$ cat src/common/mm_cfg.svh
`ifndef MM_CFG_SVH
`define MM_CFG_SVH

// Datapath geometry
`define MM_DWIDTH        8
`define MM_SIZE          4
`define MM_IDX_WIDTH     2
`define MM_ACC_WIDTH     16
`define MM_AWIDTH        6
`define MM_DEPTH         (1 << `MM_AWIDTH)
`define MM_STRIDE_WIDTH  16
`define MM_STRIDE_RESET  4

// APB register file
`define MM_REG_AWIDTH    8
`define MM_REG_DWIDTH    32
`define MM_REG_CTRL      8'h04
`define MM_REG_A_ADDR    8'h0e
`define MM_REG_B_ADDR    8'h12
`define MM_REG_C_ADDR    8'h16
`define MM_REG_A_STRIDE  8'h28
`define MM_REG_B_STRIDE  8'h32
`define MM_REG_C_STRIDE  8'h03

// External buffer selects
`define MM_SEL_A         2'd0
`define MM_SEL_B         2'd1
`define MM_SEL_C         2'd2

`endif

$ cat src/common/mm_reg_pkg.sv
`include "mm_cfg.svh"

package mm_reg_pkg;

  ////////////////////
  // APB side types
  ////////////////////

  // Register offset on PADDR
  typedef logic [`MM_REG_AWIDTH-1:0] reg_addr_t;

  // Register data on PWDATA and PRDATA
  typedef logic [`MM_REG_DWIDTH-1:0] reg_data_t;

  // Setup phase is taken in idle, access phase in write or read
  typedef enum logic [1:0] {
    apb_idle,
    apb_write,
    apb_read
  } apb_state_t;

endpackage

$ cat src/common/mm_data_pkg.sv
`include "mm_cfg.svh"

package mm_data_pkg;

  ////////////////////
  // Datapath types
  ////////////////////

  typedef logic [`MM_DWIDTH-1:0] elem_t;

  // One matrix row, element 0 in the low byte
  typedef logic [`MM_SIZE*`MM_DWIDTH-1:0] word_t;

  typedef logic [`MM_AWIDTH-1:0]       addr_t;
  typedef logic [`MM_STRIDE_WIDTH-1:0] stride_t;
  typedef logic [`MM_ACC_WIDTH-1:0]    acc_t;
  typedef logic [`MM_IDX_WIDTH-1:0]    idx_t;

  // Sequencer states
  typedef enum logic [1:0] {
    seq_idle,
    seq_run,
    seq_drain,
    seq_done
  } seq_state_t;

endpackage

$ cat src/hw/apb_regs.sv
`timescale 1ns/10ps
`include "mm_cfg.svh"

module apb_regs (
  input  logic                   clk,
  input  logic                   PRESETn,
  input  mm_reg_pkg::reg_addr_t  PADDR,
  input  logic                   PWRITE,
  input  logic                   PSEL,
  input  logic                   PENABLE,
  input  mm_reg_pkg::reg_data_t  PWDATA,
  output mm_reg_pkg::reg_data_t  PRDATA,
  output logic                   PREADY,
  input  logic                   busy,
  input  logic                   done,
  output logic                   start,
  output logic                   clear_done,
  output mm_data_pkg::addr_t     base_a,
  output mm_data_pkg::addr_t     base_b,
  output mm_data_pkg::addr_t     base_c,
  output mm_data_pkg::stride_t   stride_a,
  output mm_data_pkg::stride_t   stride_b,
  output mm_data_pkg::stride_t   stride_c
);

  mm_reg_pkg::apb_state_t state;
  mm_reg_pkg::reg_data_t  scratch;
  mm_reg_pkg::reg_data_t  rd_value;

  ////////////////////
  // Read mux
  ////////////////////
  always_comb begin
    case (PADDR)
      `MM_REG_CTRL:     rd_value = {done, {(`MM_REG_DWIDTH-2){1'b0}}, busy};
      `MM_REG_A_ADDR:   rd_value = mm_reg_pkg::reg_data_t'(base_a);
      `MM_REG_B_ADDR:   rd_value = mm_reg_pkg::reg_data_t'(base_b);
      `MM_REG_C_ADDR:   rd_value = mm_reg_pkg::reg_data_t'(base_c);
      `MM_REG_A_STRIDE: rd_value = mm_reg_pkg::reg_data_t'(stride_a);
      `MM_REG_B_STRIDE: rd_value = mm_reg_pkg::reg_data_t'(stride_b);
      `MM_REG_C_STRIDE: rd_value = mm_reg_pkg::reg_data_t'(stride_c);
      default:          rd_value = scratch;
    endcase
  end

  ////////////////////
  // Transfer FSM
  ////////////////////
  always_ff @(posedge clk) begin
    if (!PRESETn) begin
      state      <= mm_reg_pkg::apb_idle;
      PRDATA     <= '0;
      PREADY     <= 1'b0;
      start      <= 1'b0;
      clear_done <= 1'b0;
      base_a     <= '0;
      base_b     <= '0;
      base_c     <= '0;
      stride_a   <= `MM_STRIDE_RESET;
      stride_b   <= `MM_STRIDE_RESET;
      stride_c   <= `MM_STRIDE_RESET;
      scratch    <= '0;
    end else begin
      // Response lasts a single cycle
      PRDATA <= '0;
      PREADY <= 1'b0;
      case (state)
        mm_reg_pkg::apb_idle: begin
          if (PSEL && !PENABLE) begin
            state <= PWRITE ? mm_reg_pkg::apb_write : mm_reg_pkg::apb_read;
          end
        end
        mm_reg_pkg::apb_write: begin
          if (PSEL && PENABLE && PWRITE) begin
            PREADY <= 1'b1;
            case (PADDR)
              `MM_REG_CTRL: begin
                start      <= PWDATA[0];
                clear_done <= PWDATA[`MM_REG_DWIDTH-1];
              end
              `MM_REG_A_ADDR:   base_a   <= PWDATA[`MM_AWIDTH-1:0];
              `MM_REG_B_ADDR:   base_b   <= PWDATA[`MM_AWIDTH-1:0];
              `MM_REG_C_ADDR:   base_c   <= PWDATA[`MM_AWIDTH-1:0];
              `MM_REG_A_STRIDE: stride_a <= PWDATA[`MM_STRIDE_WIDTH-1:0];
              `MM_REG_B_STRIDE: stride_b <= PWDATA[`MM_STRIDE_WIDTH-1:0];
              `MM_REG_C_STRIDE: stride_c <= PWDATA[`MM_STRIDE_WIDTH-1:0];
              default:          scratch  <= PWDATA;
            endcase
          end
          state <= mm_reg_pkg::apb_idle;
        end
        mm_reg_pkg::apb_read: begin
          if (PSEL && PENABLE && !PWRITE) begin
            PREADY <= 1'b1;
            PRDATA <= rd_value;
          end
          state <= mm_reg_pkg::apb_idle;
        end
        default: state <= mm_reg_pkg::apb_idle;
      endcase
    end
  end

  // Every transfer needs a fresh setup phase, so ready never repeats
  a_pready_pulse: assert property (@(posedge clk) disable iff (!PRESETn)
    PREADY |=> !PREADY)
    else $error("PREADY held high for two cycles");

endmodule

$ cat config.mk
export PLATFORM = sky130hd
export DESIGN_NAME = apb_regs
export DESIGN_NICKNAME = d
export VERILOG_FILES = /design/src/common/mm_reg_pkg.sv /design/src/common/mm_data_pkg.sv /design/src/hw/apb_regs.sv
export VERILOG_INCLUDE_DIRS = /design/src /design/src/common
export SDC_FILE = /design/constraint.sdc
export NUM_CORES = 1
export LEC_CHECK = 0
export ABC_AREA = 1
export ABC_CLOCK_PERIOD_IN_PS = 1750
export BUFFER_PORTS_ARGS = -buffer_cell sky130_fd_sc_hd__buf_2
export CORE_ASPECT_RATIO = 1.1
export CORE_MARGIN = 10
export CORE_UTILIZATION = 50
export DETAILED_ROUTE_END_ITERATION = 8
export GPL_TIMING_DRIVEN = 0
export HOLD_SLACK_MARGIN = 0.08
export PLACE_DENSITY_LB_ADDON = 0.12
export SLEW_MARGIN = 5
export SYNTH_ARGS = -nofsm -noshare
export SYNTH_HDL_FRONTEND = slang
export SYNTH_SLANG_ARGS = --single-unit
$ cat constraint.sdc
create_clock -name clk -period 1.75 [get_ports clk]
set_input_delay 0.35 -clock clk [delete_from_list [all_inputs] [get_ports clk]]
set_output_delay 0.35 -clock clk [all_outputs]
set_load 0.05 [all_outputs]
### After elaboration in Yosys (flattened, before gate mapping)

Index checks and enable logic that the tools add are counted.

* logic and storage cells: 45
* memories: 0
* memory bits (writable): 0
* memory bits (read-only): 0
* output and inout bits: 101
* flip-flop bits (word level): 135
* latch bits: 0

* shift operators: 0
* equality and inequality tests: 9
* divide/modulo/power cells: 0
* reductions and logical operators: 18
* bitwise operators: 1
* multipliers: 0
* mux-type cells: 5
* add/subtract/negate cells: 0
* $lt $le $gt $ge: 0

Operators by type and width (count)
* $pmux 32 s7: 1
* $reduce_and 3->1: 9
* $eq 8x5->1 const B: 2
* $eq 8x6->1 const B: 2
* $eq 8x2->1 const B: 1
* $eq 8x3->1 const B: 1
* $eq 8x4->1 const B: 1
* $reduce_or 7->1: 1
* $logic_and 1x1->1: 4
* $eq 2x1->1 const B: 1
* $eq 2x2->1 const B: 1
* $logic_not 1->1: 2
* $logic_not 2->1: 1
* $mux 1: 2
* $mux 2: 1
* $pmux 1 s2: 1
* $reduce_and 2->1: 1
* $not 1->1: 1

### Depth between registers and ports, before layout

Gate-level depths: netlist of run 1.

* depth in word-level cells: 4
* depth in mapped cells: 12
* depth with buffers taken out: 11

### Worst setup path after synthesis of run 1

OpenSTA, ideal clock, no wires.

* path type: input to register
* start point: input PADDR[6]
* end point: register PRDATA[2]
* stages on the path: 11
* required time: 1.633 ns
* path buffers: 2
* arrival time: 1.397 ns
* path slack: 0.236 ns
* cells stage by stage: inv_2 nand2_2 nor2_1 buf_6 nand2_1 nand2_2 nor2_8 nand2_4 buf_2 o21ai_0 nor2_1

* cells in the longest elaborated chain, start to end: 2
* elaborated cells on any way between the ends: 8

Ends and longest elaborated chain
* start: declaration: line apb_regs.sv:7 `input mm_reg_pkg::reg_addr_t PADDR,`
* $eq 8x2->1, or another cell as far along: line apb_regs.sv:34 `case (PADDR)`
* $pmux 32 s7 *: line apb_regs.sv:34
* end signal: assignment: line apb_regs.sv:95 `PRDATA <= rd_value;`
* end: declaration: line apb_regs.sv:12 `output mm_reg_pkg::reg_data_t PRDATA,`

Every way passes the cells marked *; elsewhere a longest branch is shown, timed or not.
A chain may end at the register's enable or synchronous reset.

### Worst setup path in the final report of run 1

* start point: register state[1]
* end point: register stride_b[14]

* cells in the longest elaborated chain, start to end: 2

Ends and longest elaborated chain
* start: declaration: line apb_regs.sv:26 `mm_reg_pkg::apb_state_t state;`
* start signal: assignment: line apb_regs.sv:51 `state <= mm_reg_pkg::apb_idle;`
* start signal: assignment: line apb_regs.sv:70 `state <= PWRITE ? mm_reg_pkg::apb_write : mm_reg_pkg::apb_read;`
* start signal: assignment: line apb_regs.sv:90 `state <= mm_reg_pkg::apb_idle;`
* $eq 2x1->1: line apb_regs.sv:67 `case (state)`
* $reduce_and 3->1 (no source line)
* end signal: assignment: line apb_regs.sv:60 `` stride_b <= `MM_STRIDE_RESET; ``
* end signal: assignment: line apb_regs.sv:85 `` `MM_REG_B_STRIDE: stride_b <= PWDATA[`MM_STRIDE_WIDTH-1:0]; ``
* end: declaration: line apb_regs.sv:22 `output mm_data_pkg::stride_t stride_b,`

Every way passes these cells.

==> out/metrics.yaml, run 1 <==
required_ns: 2.09
ant_nets: 0
route.detailed.drc: 0
grt_overflow: 0
ys_seq_area_share_pct: 47.0
yosysTopAreaCell: "dfxtp_1"
finalCritPeriodShare_pct: 91.2
finalMaxSlewViolations: 0
synth_mux_area_share_pct: 0
fmax_mhz: 627
synth_enable_flop_cells: 0
min_path_type: "in2reg"
power_w: 0.00686
crit_path_start_kind: "flip-flop"
wl_per_cell_um: 15.2
drt_first_pass_iters: 6
dp_cells: 1114
clk_latency_ns: 0.42
rsz0062_at_grt: "false"
cap_violations: 0
design_area_um2: 7290
die_x_um: 122
drive_above_1_share_pct: 25.5
grt_usage_pct: 21.5
drt_wl_total_um: 17400
cts_tree: "done"
tightest_slew_ns: 0.595
synth-xor-area-share_pct: 0
netlist_instances: 817
synthDistinctLibCells: 24
vias: 5699
setup_ws_ns: 0.154
fin_crit_ns: 1.60
dieArea_um2: 16200
synth_ff_type: "dfxtp_1"
peakVddDrop_uv: 555
dpl_worst_slack_ns: -0.259
fill_cells: 1121
die_height_um: 133
synth_common_cells: "nand2_1 (150), dfxtp_1 (135), inv_1 (132)"
slew_headroom_pct: 60.3
start_util_pct: 50.5
worstPathArrival_ns: 1.94
yosys_warnings: 0
area_delta_synth_final_pct: 26.6
grt_pass1_wl_um: 28000
seq_area_um2: 2700
fin_cells: 1143
fp.coreArea_um2: 11400
cpMaxStageDelayCell: "dfxtp_1"
synth-simple-area-share_pct: 22.6
postPlaceCellArea_um2: 6680
dpl.hpwl_um: 13100
ios: 148
grt_pass1_vias: 5519
syn-num-nets: 867
critical_path.cell_chain: "inv_1 -> ha_1 -> nand2_2 -> inv_1 -> nand2_1 -> clkbuf_2 -> o21ai_0 -> a21oi_1"
synth_compound_area_share_pct: 15.6
num-nets-final: 1032
multi_input_area_um2: 2240
diodes: 0
synthArstFlopShare_pct: 0
io_buffers: 147
cts.path.max_buffers: 2
synth_top_family_by_area: "simple AND/OR/NAND/NOR gates"
cts_made_buffers: 17
cts_root_buf: "clkbuf_16"
std_cell_rows: 41
regToRegSetupSlack_ns: 0.15
clk_pin_slew_ns: 0.06
setup_viol: 0
ctsHoldBuffers: 0
synth.area.top_cells: "dfxtp_1 (47%), nand2_1 (9.8%), inv_1 (8.6%), a21oi_1 (7.4%), o21ai_0 (7.0%)"
critPathKind: "reg2reg"
leakage_nw: 3.61
drt-vias-per-instance: 4.99
synth.most_common_cell: "nand2_1"
grt_max_degree: 17
htreeDepth: 4
syn_area_um2: 5760
cellPowerDensity_nw_per_um2: 942
drt-initial-drc-count: 563
antenna_found_initial: 0
synth_adder_area_share_pct: 0.652
gp_congestion: 0.921
final-hold-violation-count: 0
synth_area_per_cell_um2: 7.04
yosys_register_bits: 135
critPathCaptureType: "flip-flop"
crit_fanout: 10
cts_setup_buffers: 0
crit_top_cell: "inv_1"
cpPeakStageDelay_ns: 0.36
synth_top_area_share_pct: 47.0
finalClockSkew_ns: 0.00688
status: "completed"
cts.sinks: 135
-- repair_timing --
action | CTS | global route
gates resized for setup | 7 | 25
endpoints found under the setup margin | 55 | 89
cloned | 0 | 0
hold endpoints to repair | 0 | 0
-- layer usage --
layer  global-route usage, %  up-vias  share of wire [%]
met5                       0        -                  0
met4                    8.98        0                2.8
met3                    6.94       38                9.2
met2                    33.6      210                 46
met1                    26.5     2559                 42
li1                        -     2892                  -
-- state kept, by name, indices dropped and copies added, names as in the netlist, 2 cells and up --
| name | cells |
|---|---|
| base_a | 6 |
| PRDATA | 32 |
| scratch | 32 |
| base_c | 6 |
| state | 2 |
| stride_a | 16 |
| base_b | 6 |
| stride_c | 16 |
| stride_b | 16 |
-- cell type report --
type / instances / share of cell area, %
multi-input cells: 474 / 30.7
well taps: 150 / 2.58
repair buffers: 147 / 10.1
clock buffers: 18 / 6.03
flip-flops and latches: 135 / 37.1
inverters: 163 / 8.39
clock inverters: 12 / 1.80
plain buffers: 44 / 3.28
-- power by group --
group	total [W]	switching, W	internal (W)
Combinational	0.000309	0.000204	0.000105
Sequential	0.00309	0.00000576	0.00309
Clock	0.00346	0.00135	0.00211
-- cell families after synthesis --
family	after synthesis
fa+ha+maj	3
compound gates	176
simple gates	295
flops	135
buf+inv	208
-- placed cells by master (no fill, tap or decap), types with 12 or more instances in the layout --
cell and count:
a21oi_1 85, buf_2 162, clkbuf_1 12, clkbuf_16 17, dfxtp_1 135, inv_1 132
inv_2 31, nand2_1 148, nand3_1 17, nand4_1 32, nor2_1 69, nor3_1 15
o21ai_0 80
-- per-stage QoR --
step | setup TNS [ns] | hold slack, ns | utilization [%]
6_report | 0 | 0.200 | 64.0
5_1_grt | 0 | 0.215 | 64.0
4_1_cts | 0 | 0.193 | 63.7
3_5_place_dp | -14.07 | 0.433 | 58.6
3_3_place_gp | -12.89 | 0.433 | 58.6
2_1_floorplan | 0 | 0.424 | -
-- worst paths after layout --
kind                    start           end  depth (start not counted)
hold reg to reg   scratch[29]    PRDATA[29]                          2
hold / removal     PWDATA[31]    clear_done                          3
setup / recovery     state[1]  stride_b[14]                          8
setup reg to reg     state[1]  stride_b[14]                          8
-- worst max-delay path: cells and delay by family, from the launching register on --
family	cells	cell delay, ns
buf+inv	3	0.44
flops	1	0.36
simple gates	2	0.27
compound gates	2	0.26
fa+ha+maj	1	0.19
(Power assumes the default switching activity.)
==> inputs of run 2 (changes only) <==
CORE_UTILIZATION = 44   (was 50)
CTS_BUF_LIST = sky130_fd_sc_hd__clkbuf_8   (was not set)
==> out/metrics.yaml, run 2 (synthesis results as in run 1) <==
status: "completed"
htreeDepth: 4  # unchanged
fin_crit_ns: 1.65  # +0.0502 ns
vias: 5599  # -1.8%
required_ns: 2.10  # about the same
finalMaxSlewViolations: 0  # unchanged
critPathCaptureType: "flip-flop"
reg2reg_depth: 10  # +2
regToRegSetupSlack_ns: 0.10  # -0.05 ns
postPlaceCellArea_um2: 6690  # +0.13%
fin_cells: 1150  # +0.61%
clk_pin_slew_ns: 0.08  # +0.02 ns
io_buffers: 147  # unchanged
cap_violations: 0  # unchanged
drt_wl_total_um: 17900  # +2.8%
design_area_um2: 7090  # -2.7%
slew_headroom_pct: 59.3  # -1.0 points
fmax_mhz: 607  # -3.1%
ios: 148  # unchanged
fp.coreArea_um2: 12700  # +11%
gp_congestion: 0.861  # -6.5%
die_height_um: 140  # +5.6%
finalCritPeriodShare_pct: 94.1  # +2.9 points
grt_pass1_wl_um: 28100  # +0.44%
cts_made_buffers: 17  # unchanged
crit_family: "buffers and inverters"
drive_above_1_share_pct: 25.2  # -0.30 points
reg_top3: "PRDATA: 32 flops, scratch: 32 flops"
dieArea_um2: 18100  # +11%
dpl.hpwl_um: 13600  # +3.9%
dp_cells: 1121  # +0.63%
area_delta_synth_final_pct: 23.2
final-hold-violation-count: 0  # unchanged
die_x_um: 129  # +5.5%
route.detailed.drc: 0  # unchanged
critical_path.cell_chain: "inv_1 -> ha_1 -> nand2_2 -> inv_1 -> clkbuf_4 -> nand3_4 -> buf_2 -> nand2_1 -> inv_2 -> nor2_1"
cts.sinks: 135  # unchanged
ant_nets: 0  # unchanged
layout_commonest_cell: "buf_2"
setup_viol: 0  # unchanged
dpl_worst_slack_ns: -0.277  # -0.0182 ns
rsz0062_at_grt: "true"
critPathKind: "reg2reg"
worstReg2RegEnd: "scratch[3]"
hold_path_depth: 3  # unchanged
cts_tree: "done"
grt_max_degree: 17  # unchanged
min_path_type: "in2reg"
cellPowerDensity_nw_per_um2: 834  # -11%
grt_usage_pct: 19.7  # -1.8 points
worstPathArrival_ns: 1.99  # +0.05 ns
start_util_pct: 45.3  # -5.2 points
diodes: 0  # unchanged
cts_root_buf: "clkbuf_8"
std_cell_rows: 43  # +4.9%
drt_first_pass_iters: 7  # +1
crit_fanout: 10  # unchanged
setup_ws_ns: 0.104  # -0.0502 ns
whs_endpoint: "stride_b[10]"
crit_buf_inv: 5  # +2
wl_per_cell_um: 15.6  # +2.2%
r2r-start: "state[1]"
crit_path_start_kind: "flip-flop"
clk_latency_ns: 0.46  # +0.04 ns
grt_pass1_vias: 5349  # -3.1%
tightest_slew_ns: 0.610  # +0.0155 ns
leakage_nw: 3.53  # -2.0%
drt-vias-per-instance: 4.87  # -2.4%
setup_tns_ns: 0  # unchanged
cpMaxStageDelayCell: "dfxtp_1"
cpPeakStageDelay_ns: 0.35  # about the same
num-nets-final: 1031  # -0.097%
cts.path.max_buffers: 2  # unchanged
utilization_pct: 55.8  # -8.2 points
fill_cells: 1253  # +12%
grt_overflow: 0  # unchanged
antenna_found_initial: 0  # unchanged
finalClockSkew_ns: 0.0152  # +0.00831 ns
mostFrequentLayoutCells: "buf_2 (165), nand2_1 (148), dfxtp_1 (135), inv_1 (135), a21oi_1 (85)"
drt-initial-drc-count: 433  # -23%
hold_start: "PWDATA[10]"
peakVddDrop_uv: 418  # -25%
crit_top_cell: "inv_1"
[run 2: cell types whose count changed in the layout (fill, tap and decap cells not counted), sizes merged]
cell      previous run  this run
clkinvlp             7         3
buf                168       169
inv                163       166
[run 2: final cells by class]
cell class                      instances  area [um^2]  share of cell area [%]
Buffer                                 43          216                    3.05
Clock buffer                           20          275                    3.88
Clock inverter                         11          109                    1.54
Inverter                              163          612                    8.63
Multi-Input combinational cell        474         2240                    31.6
Sequential cell                       135         2700                    38.1
Tap cell                              157          196                    2.77
Timing Repair Buffer                  147          736                    10.4
[run 2: per-layer routing]
metal	GRT usage (%)	part of all wire, %
met1	24.1	44
met4	8.21	2.2
met3	6.27	7.9
met5	0	0
met2	31.1	46
[run 2: per-stage QoR]
step	total power [W]	hold slack, ns
2_1_floorplan	0.00333	0.424
3_3_place_gp	0.00346	0.431
3_5_place_dp	0.00346	0.431
4_1_cts	0.00595	0.154
5_1_grt	0.00611	0.173
6_report	0.00591	0.171
[run 2: timing repair]
action                                  4_1_cts  5_1_grt
gates resized for setup                       7       14
endpoints found under the setup margin       49       81
setup buffers                                 0        0
hold buffers                                  0        0
[run 2: report_power, final]
group | switching [W] | total (W) | internal (W)
clock | 0.00117 | 0.00252 | 0.00135
sequential | 0.00000585 | 0.00309 | 0.00308
combinational | 0.000202 | 0.000306 | 0.000104
[run 2: worst max path at each step]
stage,to,slack (ns),from,cells past startpoint
final,scratch[3],0.10,state[1],10
after global routing,scratch[30],-0.04,state[1],10
after CTS,PRDATA[9],0.009,state[0],7
after detailed placement,stride_b[14],-0.28,PADDR[0],10
after global placement,stride_b[14],-0.28,PADDR[0],10
after floorplan,PRDATA[2],0.24,PADDR[6],11
[run 2: worst register-to-register path, stage by stage (launching register included)]
cell and delay (ns):
dfxtp_1 0.35, inv_1 0.07, ha_1 0.18, nand2_2 0.12, inv_1 0.07, clkbuf_4 0.21
nand3_4 0.13, buf_2 0.24, nand2_1 0.10, inv_2 0.05, nor2_1 0.03
==> inputs of run 3 (changes only) <==
ABC_CLOCK_PERIOD_IN_PS = 1800   (was 1750)
clock period = 1.8 ns   (was 1.75 ns; I/O delays follow)
==> out/metrics.yaml, run 3 (synthesis results as in run 1) <==
regToRegSetupSlack_ns: 0.14  # +0.04 ns
finalCritPeriodShare_pct: 92.2  # -1.9 points
ios: 148  # unchanged
reg_top3: "PRDATA: 32 flops, scratch: 32 flops"
ctsHoldBuffers: 0  # unchanged
cts_made_buffers: 17  # unchanged
route.detailed.drc: 0  # unchanged
required_ns: 2.12  # +0.02 ns
area_delta_synth_final_pct: 23.1  # about the same
mostFrequentLayoutCells: "buf_2 (165), nand2_1 (149), dfxtp_1 (135), inv_1 (135), a21oi_1 (85)"
tightest_slew_ns: 0.607  # -0.00385 ns
dp_cells: 1121  # unchanged
grt_overflow: 0  # unchanged
fp.coreArea_um2: 12700  # unchanged
slew_headroom_pct: 59.6  # +0.26 points
worstPathArrival_ns: 1.98  # about the same
cts_setup_buffers: 0  # unchanged
grt_pass1_vias: 5349  # unchanged
io_buffers: 147  # unchanged
min_path_type: "in2reg"
drt-vias-per-instance: 4.85  # -0.29%
critPathKind: "reg2reg"
whs_endpoint: "clear_done"
fmax_mhz: 603  # -0.79%
hold_start: "PWDATA[31]"
start_util_pct: 45.3  # unchanged
rsz0062_at_grt: "false"
cellPowerDensity_nw_per_um2: 812  # -2.7%
vias: 5583  # -0.29%
die_x_um: 129  # unchanged
clk_latency_ns: 0.45  # about the same
cts_tree: "done"
cts.sinks: 135  # unchanged
grt_max_degree: 17  # unchanged
layout_commonest_cell: "buf_2"
finalMaxSlewViolations: 0  # unchanged
switchingPower_w: 0.00134  # -2.9%
power_frac_clock_pct: 42.6  # about the same
cap_violations: 0  # unchanged
crit_path_start_kind: "flip-flop"
htreeDepth: 4  # unchanged
gp_congestion: 0.861  # unchanged
cts.path.max_buffers: 2  # unchanged
swShare_pct: 23.3  # about the same
drt_first_pass_iters: 8  # +1
num-nets-final: 1031  # unchanged
grt_usage_pct: 19.7  # unchanged
std_cell_rows: 43  # unchanged
critPathCaptureType: "flip-flop"
dieArea_um2: 18100  # unchanged
die_height_um: 140  # unchanged
finalClockSkew_ns: 0.00849  # -0.00670 ns
worstReg2RegEnd: "stride_a[8]"
fill_cells: 1253  # unchanged
wl_per_cell_um: 15.6  # about the same
p_seq_share_pct: 52.3  # about the same
hold_path_depth: 3  # unchanged
reg2reg_depth: 6  # -4
r2r-start: "state[1]"
fin_cells: 1150  # unchanged
clk_pin_slew_ns: 0.07  # about the same
ant_nets: 0  # unchanged
peakVddDrop_uv: 406  # -2.8%
final-hold-violation-count: 0  # unchanged
antenna_found_initial: 0  # unchanged
crit_fanout: 10  # unchanged
fin_crit_ns: 1.66  # +0.0131 ns
setup_viol: 0  # unchanged
dpl.hpwl_um: 13600  # unchanged
grt_pass1_wl_um: 28100  # unchanged
drive_above_1_share_pct: 24.9  # -0.30 points
cts_root_buf: "clkbuf_8"
intPower_w: 0.00441  # -2.8%
drt-initial-drc-count: 399  # -7.9%
comb_power_share_pct: 5.2  # about the same
drt_wl_total_um: 17900  # about the same
utilization_pct: 55.8  # about the same
diodes: 0  # unchanged
status: "completed"
leakage_nw: 3.53  # -0.22%
## run 3: cell types whose count changed in the layout (fill, tap and decap cells not counted)
cell | previous run | this run
clkbuf_2 | 8 | 6
nand2_1 | 148 | 149
buf_4 | 1 | 0
clkbuf_4 | 1 | 2
clkbuf_1 | 12 | 14
nand2_2 | 8 | 7
## run 3: repair_timing
action,4_1_cts,5_1_grt
setup endpoints to repair,37,85
gates resized for setup,5,12
pin swaps,0,0
## run 3: stage by stage
step	TNS, ns	cell area, um^2	worst slack (ns)	power (W)	hold slack [ns]
after floorplan	0	5760	0.276	0.00324	0.424
after global placement	-12.56	6690	-0.238	0.00337	0.431
after detailed placement	-12.48	6690	-0.237	0.00337	0.431
after CTS	0	7070	0.0314	0.00578	0.164
after global routing	0	7080	0.0120	0.00594	0.183
final	0	7080	0.140	0.00575	0.183
## run 3: worst max path at each step
stage                     startpoint            to  depth (start not counted)
after detailed placement    PADDR[0]  stride_b[14]                         10
after global placement      PADDR[0]  stride_b[14]                         10
after floorplan             PADDR[6]     PRDATA[2]                         11
after CTS                   state[1]   stride_b[5]                          8
after global routing        state[1]   stride_c[7]                          6
final                       state[1]   stride_a[8]                          6
## run 3: area by class of cell
type	instances	area, um^2	share of cell area (%)
timing repair buffer	147	736	10.4
multi-input combinational	474	2240	31.6
clock inverter	11	109	1.54
inverter	163	612	8.64
tap	157	196	2.77
sequential	135	2700	38.2
buffer	43	214	3.02
clock buffer	20	275	3.89
## run 3: worst max-delay path, stage by stage (launching register included)
cell      delay, ns
dfxtp_1        0.33
inv_1          0.08
ha_1           0.15
nand2_2        0.10
nor2_1         0.26
clkbuf_1       0.47
a21oi_1        0.14
## run 3: metal layers
metal	global-route usage (%)	part of all wire [%]	vias to the layer above
met3	6.27	8.0	26
met5	0	0	-
met4	8.21	2.3	0
met2	31.1	46	190
met1	24.1	44	2486
li1	-	-	2881
## run 3: power by group through the flow
stage	clock [W]	sequential (W)	combinational, W
after global routing	0.00259	0.00300	0.000340
after CTS	0.00248	0.00300	0.000296
after floorplan	0	0.00307	0.000169
after global placement	0	0.00307	0.000294
final	0.00245	0.00300	0.000297
after detailed placement	0	0.00307	0.000294
